===== src/include/cart_settings.svh =====
/* widths, cartridge header addresses and light-gun defaults
   for the cartridge loading path */
`ifndef CART_SETTINGS_SVH
`define CART_SETTINGS_SVH

////////////////////////////////////////////////////////////
// data path widths
////////////////////////////////////////////////////////////

// one word per strobe from the loader source
`define CART_WORD_W 16
// byte address into cartridge memory, 32 MB
`define CART_ADDR_W 25
// {clock bit, flags, address, compare, replace}
`define CHEAT_CODE_W 129

////////////////////////////////////////////////////////////
// header layout, byte addresses of 16-bit words
////////////////////////////////////////////////////////////

// product id starts in the low half of this word
`define HDR_ID_FIRST_ADDR 25'h182
// id is complete here, table lookup fires
`define HDR_ID_DONE_ADDR 25'h18C
// region letters
`define HDR_REGION_ADDR_A 25'h1F0
`define HDR_REGION_ADDR_B 25'h1F2
// first word past the header
`define HDR_READY_ADDR 25'h200

////////////////////////////////////////////////////////////
// light gun
////////////////////////////////////////////////////////////

`define GUN_DELAY_W 8
`define GUN_DELAY_DEFAULT 44

`endif

===== src/hw/cart_pkg.sv =====
/* shared types: loader FSM states and cartridge quirk flags */
package cart_pkg;

	////////////////////////////////////////////////////////////
	// loader FSM
	////////////////////////////////////////////////////////////

	// st_idle     no load running
	// st_loading  words accepted from the source
	// st_wait_ack memory write in flight, source stalled
	typedef enum logic [1:0] {
		st_idle,
		st_loading,
		st_wait_ack
	} load_state_e;

	////////////////////////////////////////////////////////////
	// per-cartridge quirks, one bit each
	////////////////////////////////////////////////////////////

	typedef struct packed {
		// battery ram mapped in rom space
		logic sram;
		// serial eeprom save
		logic eeprom;
		// fast vdp fifo timing
		logic fifo;
		// hide cart ram from protection check
		logic noram;
		// pier solar mapper
		logic pier;
		// svp coprocessor present
		logic svp;
		// fm busy flag emulation
		logic fmbusy;
		// odd channel handling for one title
		logic schan;
	} quirk_flags_t;

endpackage


===== src/hw/load_word_if.sv =====
/* accepted-word bus from the loader FSM and address counter
   to the header parser and cheat assembler */
`timescale 1ns/1ps
`include "cart_settings.svh"

interface load_word_if;

	// one cycle at the rising edge of load_active
	logic start;
	// one cycle per accepted word
	logic word_strobe;
	logic [`CART_WORD_W-1:0] word_data;
	// high for cheat code loads
	logic code_mode;
	// byte address of the word on word_strobe
	logic [`CART_ADDR_W-1:0] word_addr;

	modport issue (
		output start,
		output word_strobe,
		output word_data,
		output code_mode
	);

	modport addr_gen (
		input  start,
		input  word_strobe,
		output word_addr
	);

	modport sink (
		input start,
		input word_strobe,
		input word_data,
		input code_mode,
		input word_addr
	);

endinterface


===== src/hw/cart_load_top.sv =====
/* cartridge loading path top level: sequencer, address counter,
   header parser and cheat assembler on one word bus */
`timescale 1ns/1ps
`include "cart_settings.svh"

module cart_load_top (
	input  logic                     clk_sys,
	input  logic                     rst_n,
	// word source
	input  logic                     load_active,
	input  logic                     code_sel,
	input  logic                     in_strobe,
	input  logic [`CART_WORD_W-1:0]  in_data,
	output logic                     load_wait,
	// memory write port
	input  logic                     mem_ack,
	output logic                     mem_req,
	output logic [`CART_ADDR_W-1:0]  mem_addr,
	output logic [`CART_WORD_W-1:0]  mem_data,
	// header results
	output logic                     hdr_j,
	output logic                     hdr_u,
	output logic                     hdr_e,
	output logic                     hdr_ready,
	output cart_pkg::quirk_flags_t   quirks,
	output logic                     gun_type,
	output logic [`GUN_DELAY_W-1:0]  gun_delay,
	// cheat codes
	output logic [`CHEAT_CODE_W-1:0] code,
	output logic                     code_valid,
	output logic                     code_clear
);

	load_word_if words ();

	load_sequencer i_seq (
		.clk_sys     (clk_sys),
		.rst_n       (rst_n),
		.load_active (load_active),
		.code_sel    (code_sel),
		.in_strobe   (in_strobe),
		.in_data     (in_data),
		.mem_ack     (mem_ack),
		.mem_req     (mem_req),
		.mem_data    (mem_data),
		.load_wait   (load_wait),
		.words       (words.issue)
	);

	load_addr_counter i_addr (
		.clk_sys  (clk_sys),
		.rst_n    (rst_n),
		.words    (words.addr_gen),
		.mem_addr (mem_addr)
	);

	cart_header_parser i_hdr (
		.clk_sys     (clk_sys),
		.rst_n       (rst_n),
		.load_active (load_active),
		.words       (words.sink),
		.hdr_j       (hdr_j),
		.hdr_u       (hdr_u),
		.hdr_e       (hdr_e),
		.hdr_ready   (hdr_ready),
		.quirks      (quirks),
		.gun_type    (gun_type),
		.gun_delay   (gun_delay)
	);

	cheat_code_assembler i_cheat (
		.clk_sys    (clk_sys),
		.rst_n      (rst_n),
		.words      (words.sink),
		.code       (code),
		.code_valid (code_valid),
		.code_clear (code_clear)
	);

endmodule


===== src/hw/cheat_code_assembler.sv =====
/* cheat code assembly from code-mode words, clock-in and clear pulses */
`timescale 1ns/1ps
`include "cart_settings.svh"

module cheat_code_assembler (
	input  logic                     clk_sys,
	input  logic                     rst_n,
	load_word_if.sink                words,
	output logic [`CHEAT_CODE_W-1:0] code,
	output logic                     code_valid,
	output logic                     code_clear
);

	// flags, address, compare, replace below the clock bit
	logic [`CHEAT_CODE_W-2:0] fields;
	logic clock_bit;
	logic code_word;

	assign code_word = words.word_strobe & words.code_mode;

	// 16 bytes per code, low nibble of the address picks the half-word
	always_ff @(posedge clk_sys) begin
		if (code_word) begin
			case (words.word_addr[3:0])
				4'd0: fields[111:96] <= words.word_data;
				4'd2: fields[127:112] <= words.word_data;
				4'd4: fields[79:64] <= words.word_data;
				4'd6: fields[95:80] <= words.word_data;
				4'd8: fields[47:32] <= words.word_data;
				4'd10: fields[63:48] <= words.word_data;
				4'd12: fields[15:0] <= words.word_data;
				4'd14: fields[31:16] <= words.word_data;
				default: fields <= fields;
			endcase
		end
	end

	always_ff @(posedge clk_sys or negedge rst_n) begin
		if (!rst_n) begin
			clock_bit <= 1'b0;
			code_clear <= 1'b0;
		end else begin
			// last half-word completes the code
			clock_bit <= code_word && (words.word_addr[3:0] == 4'd14);
			// first word of the load wipes the code list
			code_clear <= code_word && (words.word_addr == '0);
		end
	end

	assign code = {clock_bit, fields};
	assign code_valid = clock_bit;

endmodule


===== src/hw/cart_header_parser.sv =====
/* cartridge header decode: region letters, product id capture,
   quirk and light-gun table lookup */
`timescale 1ns/1ps
`include "cart_settings.svh"

module cart_header_parser (
	input  logic                    clk_sys,
	input  logic                    rst_n,
	input  logic                    load_active,
	load_word_if.sink               words,
	output logic                    hdr_j,
	output logic                    hdr_u,
	output logic                    hdr_e,
	output logic                    hdr_ready,
	output cart_pkg::quirk_flags_t  quirks,
	output logic                    gun_type,
	output logic [`GUN_DELAY_W-1:0] gun_delay
);

	localparam int DELAY_W = `GUN_DELAY_W;
	localparam logic [`CART_ADDR_W-1:0] ADDR_STEP = 2;
	// id words after the first one
	localparam logic [`CART_ADDR_W-1:0] ID_ADDR_1 = `HDR_ID_FIRST_ADDR + ADDR_STEP;
	localparam logic [`CART_ADDR_W-1:0] ID_ADDR_2 = ID_ADDR_1 + ADDR_STEP;
	localparam logic [`CART_ADDR_W-1:0] ID_ADDR_3 = ID_ADDR_2 + ADDR_STEP;
	localparam logic [`CART_ADDR_W-1:0] ID_ADDR_4 = ID_ADDR_3 + ADDR_STEP;

	logic        hdr_word;
	logic [7:0]  lo_byte;
	logic [7:0]  hi_byte;
	logic [2:0]  region_hit;
	logic [63:0] cart_id;

	// {j, u, e} for one region character
	function automatic logic [2:0] region_of(input logic [7:0] ch);
		logic [2:0] r;
		r = 3'b000;
		if (ch == "J") begin
			r = 3'b100;
		end else if (ch == "U") begin
			r = 3'b010;
		end else if (ch >= "0" && ch <= "Z") begin
			r = 3'b001;
		end
		return r;
	endfunction

	// known titles, at most one flag per id
	function automatic cart_pkg::quirk_flags_t quirk_of(input logic [63:0] id);
		cart_pkg::quirk_flags_t q;
		q = '0;
		case (id)
			"T-081276", "T-81406 ", "T-081586", "T-81576 ", "T-81476 ": q.sram = 1'b1;
			"MK-1215 ", "G-4060  ", "00001211", "MK-1228 ", "G-5538  ": q.eeprom = 1'b1;
			"00004076", "T-12046 ", "T-12053 ", "G-4524  ": q.eeprom = 1'b1;
			"T-113016": q.noram = 1'b1;
			"T-89016 ": q.fifo = 1'b1;
			"T-574023", "T-574013": q.pier = 1'b1;
			"MK-1229 ", "G-7001  ": q.svp = 1'b1;
			"T-35036 ", "T-25073 ", "MK-1137-": q.fmbusy = 1'b1;
			"T-68???-": q.schan = 1'b1;
			default: q = '0;
		endcase
		return q;
	endfunction

	// header is only looked at in cart loads
	assign hdr_word = words.word_strobe & ~words.code_mode;
	assign lo_byte = words.word_data[7:0];
	assign hi_byte = words.word_data[15:8];

	always_comb begin
		region_hit = 3'b000;
		if (words.word_addr == `HDR_REGION_ADDR_A || words.word_addr == `HDR_REGION_ADDR_B) begin
			region_hit = region_of(lo_byte);
		end
		// first region word carries a letter in both halves
		if (words.word_addr == `HDR_REGION_ADDR_A) begin
			region_hit = region_hit | region_of(hi_byte);
		end
	end

	////////////////////////////////////////////////////////////
	// region flags and header ready
	////////////////////////////////////////////////////////////

	always_ff @(posedge clk_sys or negedge rst_n) begin
		if (!rst_n) begin
			{hdr_j, hdr_u, hdr_e} <= 3'b000;
			hdr_ready <= 1'b0;
		end else begin
			if (words.start) begin
				{hdr_j, hdr_u, hdr_e} <= 3'b000;
			end else if (hdr_word) begin
				{hdr_j, hdr_u, hdr_e} <= {hdr_j, hdr_u, hdr_e} | region_hit;
			end
			if (!load_active) begin
				hdr_ready <= 1'b0;
			end else if (hdr_word && words.word_addr == `HDR_READY_ADDR) begin
				hdr_ready <= 1'b1;
			end
		end
	end

	////////////////////////////////////////////////////////////
	// product id, ascii, first char in the top byte
	////////////////////////////////////////////////////////////

	always_ff @(posedge clk_sys) begin
		if (hdr_word) begin
			case (words.word_addr)
				`HDR_ID_FIRST_ADDR: cart_id[63:56] <= hi_byte;
				ID_ADDR_1: cart_id[55:40] <= {lo_byte, hi_byte};
				ID_ADDR_2: cart_id[39:24] <= {lo_byte, hi_byte};
				ID_ADDR_3: cart_id[23:8] <= {lo_byte, hi_byte};
				ID_ADDR_4: cart_id[7:0] <= lo_byte;
				default: cart_id <= cart_id;
			endcase
		end
	end

	// quirks and gun settings, looked up once the id is in
	always_ff @(posedge clk_sys or negedge rst_n) begin
		if (!rst_n) begin
			quirks <= '0;
			gun_type <= 1'b0;
			gun_delay <= DELAY_W'(`GUN_DELAY_DEFAULT);
		end else if (words.start) begin
			quirks <= '0;
		end else if (hdr_word && words.word_addr == `HDR_ID_DONE_ADDR) begin
			quirks <= quirk_of(cart_id);
			case (cart_id)
				"MK-1533 ": begin
					gun_type <= 1'b0;
					gun_delay <= DELAY_W'(100);
				end
				"T-95096-": begin
					gun_type <= 1'b1;
					gun_delay <= DELAY_W'(52);
				end
				"T-95136-": begin
					gun_type <= 1'b1;
					gun_delay <= DELAY_W'(30);
				end
				"MK-1658 ": begin
					gun_type <= 1'b0;
					gun_delay <= DELAY_W'(120);
				end
				"T-081156": begin
					gun_type <= 1'b0;
					gun_delay <= DELAY_W'(126);
				end
				default: begin
					// menacer timing for everything else
					gun_type <= 1'b0;
					gun_delay <= DELAY_W'(`GUN_DELAY_DEFAULT);
				end
			endcase
		end
	end

endmodule


===== src/hw/load_addr_counter.sv =====
/* byte address counter for the words of a load */
`timescale 1ns/1ps
`include "cart_settings.svh"

module load_addr_counter (
	input  logic                    clk_sys,
	input  logic                    rst_n,
	load_word_if.addr_gen           words,
	output logic [`CART_ADDR_W-1:0] mem_addr
);

	// two bytes per word
	localparam logic [`CART_ADDR_W-1:0] WORD_BYTES = 2;

	always_ff @(posedge clk_sys or negedge rst_n) begin
		if (!rst_n) begin
			words.word_addr <= '0;
		end else if (words.start) begin
			words.word_addr <= '0;
		end else if (words.word_strobe) begin
			// advance after the strobe, sinks saw the current address
			words.word_addr <= words.word_addr + WORD_BYTES;
		end
	end

	// write address, lines up with mem_req toggle
	always_ff @(posedge clk_sys) begin
		if (words.word_strobe) begin
			mem_addr <= words.word_addr;
		end
	end

endmodule


===== src/hw/load_sequencer.sv =====
/* loader FSM: word acceptance, toggle req/ack write to memory
   and source stall */
`timescale 1ns/1ps
`include "cart_settings.svh"

module load_sequencer (
	input  logic                    clk_sys,
	input  logic                    rst_n,
	input  logic                    load_active,
	input  logic                    code_sel,
	input  logic                    in_strobe,
	input  logic [`CART_WORD_W-1:0] in_data,
	input  logic                    mem_ack,
	output logic                    mem_req,
	output logic [`CART_WORD_W-1:0] mem_data,
	output logic                    load_wait,
	load_word_if.issue              words
);

	cart_pkg::load_state_e state;
	logic active_q;
	logic active_rise;
	logic accept;
	logic launch;

	assign active_rise = load_active & ~active_q;
	// source words only count while loading
	assign accept = in_strobe & (state == cart_pkg::st_loading);
	// cart word one cycle after acceptance goes out to memory
	assign launch = words.word_strobe & ~words.code_mode & (state == cart_pkg::st_loading);

	// stall the source for the whole write
	assign load_wait = (state == cart_pkg::st_wait_ack);

	////////////////////////////////////////////////////////////
	// control
	////////////////////////////////////////////////////////////

	always_ff @(posedge clk_sys or negedge rst_n) begin
		if (!rst_n) begin
			state <= cart_pkg::st_idle;
			active_q <= 1'b0;
			words.start <= 1'b0;
			words.word_strobe <= 1'b0;
			words.code_mode <= 1'b0;
			mem_req <= 1'b0;
		end else begin
			active_q <= load_active;
			words.start <= active_rise;
			words.word_strobe <= accept;
			if (accept) begin
				words.code_mode <= code_sel;
			end

			case (state)
				cart_pkg::st_idle: begin
					if (active_rise) begin
						state <= cart_pkg::st_loading;
					end
				end
				cart_pkg::st_loading: begin
					if (launch) begin
						// new request, ack still holds the old level
						mem_req <= ~mem_req;
						state <= cart_pkg::st_wait_ack;
					end else if (!load_active) begin
						state <= cart_pkg::st_idle;
					end
				end
				cart_pkg::st_wait_ack: begin
					// write done once ack catches up with req
					if (mem_ack == mem_req) begin
						state <= load_active ? cart_pkg::st_loading : cart_pkg::st_idle;
					end
				end
				default: state <= cart_pkg::st_idle;
			endcase
		end
	end

	////////////////////////////////////////////////////////////
	// data
	////////////////////////////////////////////////////////////

	always_ff @(posedge clk_sys) begin
		if (accept) begin
			words.word_data <= in_data;
		end
		// memory is big endian, swap the byte lanes
		if (launch) begin
			mem_data <= {words.word_data[7:0], words.word_data[15:8]};
		end
	end

endmodule


===== config.mk =====
export PLATFORM = sky130hd
export DESIGN_NAME = cart_load_top
export DESIGN_NICKNAME = d
export VERILOG_FILES = /design/src/hw/cart_pkg.sv /design/src/hw/load_word_if.sv /design/src/hw/cart_load_top.sv /design/src/hw/cheat_code_assembler.sv /design/src/hw/cart_header_parser.sv /design/src/hw/load_addr_counter.sv /design/src/hw/load_sequencer.sv
export VERILOG_INCLUDE_DIRS = /design/src /design/src/include
export SDC_FILE = /design/constraint.sdc
export NUM_CORES = 1
export LEC_CHECK = 0
export ABC_AREA = 1
export BUFFER_PORTS_ARGS = -buffer_cell sky130_fd_sc_hd__buf_2
export CORE_MARGIN = 2
export CORE_UTILIZATION = 45
export DETAILED_ROUTE_END_ITERATION = 10
export PLACE_DENSITY = 0.65
export SYNTH_ARGS = -nofsm -noshare
export SYNTH_HDL_FRONTEND = slang
export SYNTH_SLANG_ARGS = --single-unit

===== constraint.sdc =====
create_clock -name clk_sys -period 7.5 [get_ports clk_sys]
set_input_delay 1.125 -clock clk_sys [delete_from_list [all_inputs] [get_ports clk_sys]]
set_output_delay 1.125 -clock clk_sys [all_outputs]
set_load 0.05 [all_outputs]

==> impl_summary.md <==
STA
The count of endpoints failing hold in the final timing report was 0. The post-layout worst setup margin is 4.89 ns. The worst path uses 34.7% of the clock period. The aggregate negative setup slack is 0 ns.

After layout, the minimum clock period comes to 2.61 ns. The worst max-slew margin expressed relative to the limit is 12.7%. The tightest hold path in the finished design has a slack of 0.415 ns. Setup repair after global routing left no endpoint under its margin. For this run, the top clock speed supported by timing is 384 MHz.

The pin slew with the least headroom to its limit is 1.30 ns. The final number of max-transition violations was 0. The final-report setup violation count is 0.

The final worst clock skew is 0.0379 ns.

Floorplan
The die covers 27900 sq um. The standard cell core area is 26100 sq um. The row count is 59. Pin placement for this block handled 217 I/O pins. The die is 167 um wide. The chip height is 167 um. Once the floorplan was initialized, standard cells occupied 45.9% of the core.

Setup path
The top fanout value on the critical path is 16. The worst register-to-register path has a depth of 5. STA classifies the critical path startpoint as a flop. The capturing point of the worst reg2reg path is i_hdr.cart_id[41]. The slack of the worst reg-to-reg path is 4.89 ns. The critical path is of the reg -> reg type. The worst setup path is captured at a flop. The startpoint identified for the worst register-to-register timing path is i_addr.words.word_addr[17].

STA puts the critical path data required time at 7.66 ns. For the worst setup path, the data arrival time is 2.76 ns.

Synthesis
The synthesized area is 12000 sq um. After synthesis, the largest area contributor takes up 62.3% of total cell area. In this run, synthesis produced a sequential element count of 300.

For this run, the number of Yosys warnings is 0. The fraction of registers with async set/reset is 17.3%. The commonest register cell after synthesis is sky130_fd_sc_hd__edfxtp_1. Dividing the synthesized area by the synthesized cell count gives 11.6 sq um. In the synthesized netlist, the number of instances is 1034. The largest total area in the synthesized netlist belongs to sky130_fd_sc_hd__edfxtp_1. The portion of the post-synthesis area used by sequential elements is 73.2%. The unique cell type count in the Yosys netlist is 39.

After synthesis, the cell types taking the most area are sky130_fd_sc_hd__edfxtp_1 (62%), sky130_fd_sc_hd__dfrtp_1 (10%), sky130_fd_sc_hd__nand2_1 (6.7%). Counting flops with a built-in enable in the synthesized netlist gives 248.

Detailed routing
After the first detailed-routing iteration, the DRC count stood at 765. In the routed layout, each cell is associated on average with a via count of 5.06. In this run the remaining antenna-violating nets after routing total 0. The wire length per cell after detailed routing is 18.9 um. For this run, the detailed router's first-pass iteration total came to 5. The final layout contains routed wiring with a total length of 30900 um.

The count of vias placed by the detailed router is 8290. In the routed design, unresolved DRC markers number 0.

CTS
The hold buffer count at CTS is 0. Buffers added to address setup during post-CTS repair amount to 0. The total clock sinks is 300. Gates resized during post-CTS repair numbered 0. The maximum count of clock buffers along a single path is 3. In this run, CTS created clock tree buffers numbering 30. The root cell of the clock tree is sky130_fd_sc_hd__clkbuf_16. The clock tree from TritonCTS is yes. The clock slew at the register clock pins of the worst setup and hold paths is 0.07 ns.

The later pin in the worst-skew pair is clocked with a latency of 0.58 ns. In this run the number of H-tree levels came out at 1.

Min path
The endpoint with the worst hold slack is i_seq.words.start. The worst min-delay path class is reg -> reg. In this run the most critical hold path is launched from i_seq.active_q. Counting instances, the worst hold path has a depth of 1.

Job
The number of max-cap violations is 0.

Power
For this design the static power due to leakage is 5.83 nW. Per report_power, the clock group accounts for 36.5% of the total. The share of power burned in combinational logic is 10.8%. Of the total power, the share spent switching nets is 27.6%. The total net switching power is 1.10 mW.

The power density relative to cell area is 276 nW/um^2. The cell-internal power is 2.88 mW. The overall power of the completed layout is 3.98 mW. The worst-case IR drop observed on VDD is 227 uV.

Sequential cells burn 52.7% of the power.

Layout
In the final design database the tool counted 1306 nets. Leaving out fill and tap cells, the most frequent cell in the layout is sky130_fd_sc_hd__edfxtp_1. The area of the multi-input gates is 2680 sq um.

The area growth from synthesis to final layout is 20.9%. Counting the fill cells in the layout gives 2199. The library cells used most frequently in the layout, excluding fill and tap cells, are sky130_fd_sc_hd__edfxtp_1 (248), sky130_fd_sc_hd__buf_2 (213), sky130_fd_sc_hd__nand2_1 (212). The finished layout holds 1639 standard cells, fillers aside.

The sequential standard cell area is 8750 sq um. The share of the core filled with cells is 55.4%. The number of antenna repair diodes is 0. The proportion of layout cells with a drive suffix above 1 is 22.1%.

Summing all non-filler instances in the final layout gives an area of 14400 sq um.

Place
During placement, the flow inserted port buffers numbering 213. After detailed placement, the total cell area comes to 13500 sq um. Routability-driven placement finished with a final weighted congestion of 0.938. The detailed placement HPWL is 21600 um. The worst setup slack before clock tree synthesis is 4.83 ns. The number of placed instances, taps included is 1586.

Global route
Global routing used 22.0% of the available tracks across all layers. Summed over all layers, the global routing overflow is 0. The number of antenna violations at the first check in global routing was 0.

The via count of the first global-routing pass was 8170. Entering global routing, the biggest net connects 53 pins. The first-pass GRT wire length is 47100 um.

Outcome
The flow ran to the end, and the final reports show no timing, DRC or antenna violations.
==> worst max path at each step <==
stage / start / to / slack, ns
after floorplan: i_seq.words.word_strobe / i_hdr.cart_id[10] / 4.46
after global placement: i_addr.words.word_addr[20] / i_hdr.cart_id[53] / 4.92
after detailed placement: i_addr.words.word_addr[20] / i_hdr.cart_id[48] / 4.83
after CTS: i_addr.words.word_addr[17] / i_hdr.cart_id[41] / 4.82
after global routing: i_addr.words.word_addr[20] / i_hdr.cart_id[41] / 4.63
final: i_addr.words.word_addr[17] / i_hdr.cart_id[41] / 4.89
==> worst max-delay path: stages (launching register included) <==
cell,delay [ns]
sky130_fd_sc_hd__dfrtp_1,0.44
sky130_fd_sc_hd__nor2_1,0.13
sky130_fd_sc_hd__nand3_1,0.10
sky130_fd_sc_hd__nor2_1,0.33
sky130_fd_sc_hd__inv_1,0.20
sky130_fd_sc_hd__nor3_2,1.00
==> per-layer routing <==
metal	wire (um)	part of all wire, %	GRT usage, %	vias to the layer above
met5	0	0	0	-
met3	2480	8.0	5.54	39
met2	14700	48	35.9	302
met1	13200	43	30.2	3958
li1	-	-	-	3991
met4	560	1.8	4.76	0
==> final cells by class <==
class                   count  share of cell area, %
multi-input cells         597                   18.6
repair buffers            223                   7.90
well taps                 335                   2.90
flip-flops and latches    300                   60.6
clock inverters            17                   1.30
inverters                 131                   3.40
clock buffers              36                   5.35
==> synthesized netlist by cell type, types with 2 or more instances <==
master,instances
sky130_fd_sc_hd__nor3_1,34
sky130_fd_sc_hd__xor2_1,2
sky130_fd_sc_hd__nor2_4,3
sky130_fd_sc_hd__nor2_1,166
sky130_fd_sc_hd__dfstp_2,3
sky130_fd_sc_hd__nor3_2,4
sky130_fd_sc_hd__nand2_2,2
sky130_fd_sc_hd__a21oi_1,29
sky130_fd_sc_hd__nand3b_1,3
sky130_fd_sc_hd__nand2_1,212
sky130_fd_sc_hd__nor4_1,5
sky130_fd_sc_hd__nand4_1,18
sky130_fd_sc_hd__nand3_1,63
sky130_fd_sc_hd__clkbuf_1,2
sky130_fd_sc_hd__o21ai_1,6
sky130_fd_sc_hd__o21ai_0,21
sky130_fd_sc_hd__inv_1,130
sky130_fd_sc_hd__dfrtp_1,49
sky130_fd_sc_hd__buf_4,5
sky130_fd_sc_hd__edfxtp_1,248
sky130_fd_sc_hd__nor2_2,5
sky130_fd_sc_hd__o21a_1,5
sky130_fd_sc_hd__a31oi_1,3
==> kinds of logic after synthesis <==
kind of cell | after synthesis | share of synthesized area [%]
and+or+nand+nor | 521 | 18.8
DFF | 300 | 73.2
buffers and inverters | 139 | 4.52
AOI/OAI and AO/OA | 70 | 3.20
xor gates and xnor gates | 2 | 0.147
adders and majority gates | 1 | 0.105
other | 1 | 0.0314
==> registers in the layout (all words and copies together) (netlist names), 2 cells and up <==
signal,flops
i_hdr.gun_delay,6
i_seq.words.word_data,16
i_hdr.quirks,8
i_cheat.fields,128
i_addr.words.word_addr,24
i_hdr.cart_id,64
i_seq.mem_data,16
i_seq.state,2
i_addr.mem_addr,24
==> power by group through the flow <==
stage | registers (mW) | logic, mW | clock network [mW]
finish | 2.10 | 0.429 | 1.45
global placement | 2.13 | 0.430 | 0
detailed placement | 2.13 | 0.432 | 0
global route | 2.11 | 0.456 | 1.54
CTS | 2.10 | 0.433 | 1.48
floorplan | 2.28 | 0.103 | 0
Power figures use the tool's default switching activity.
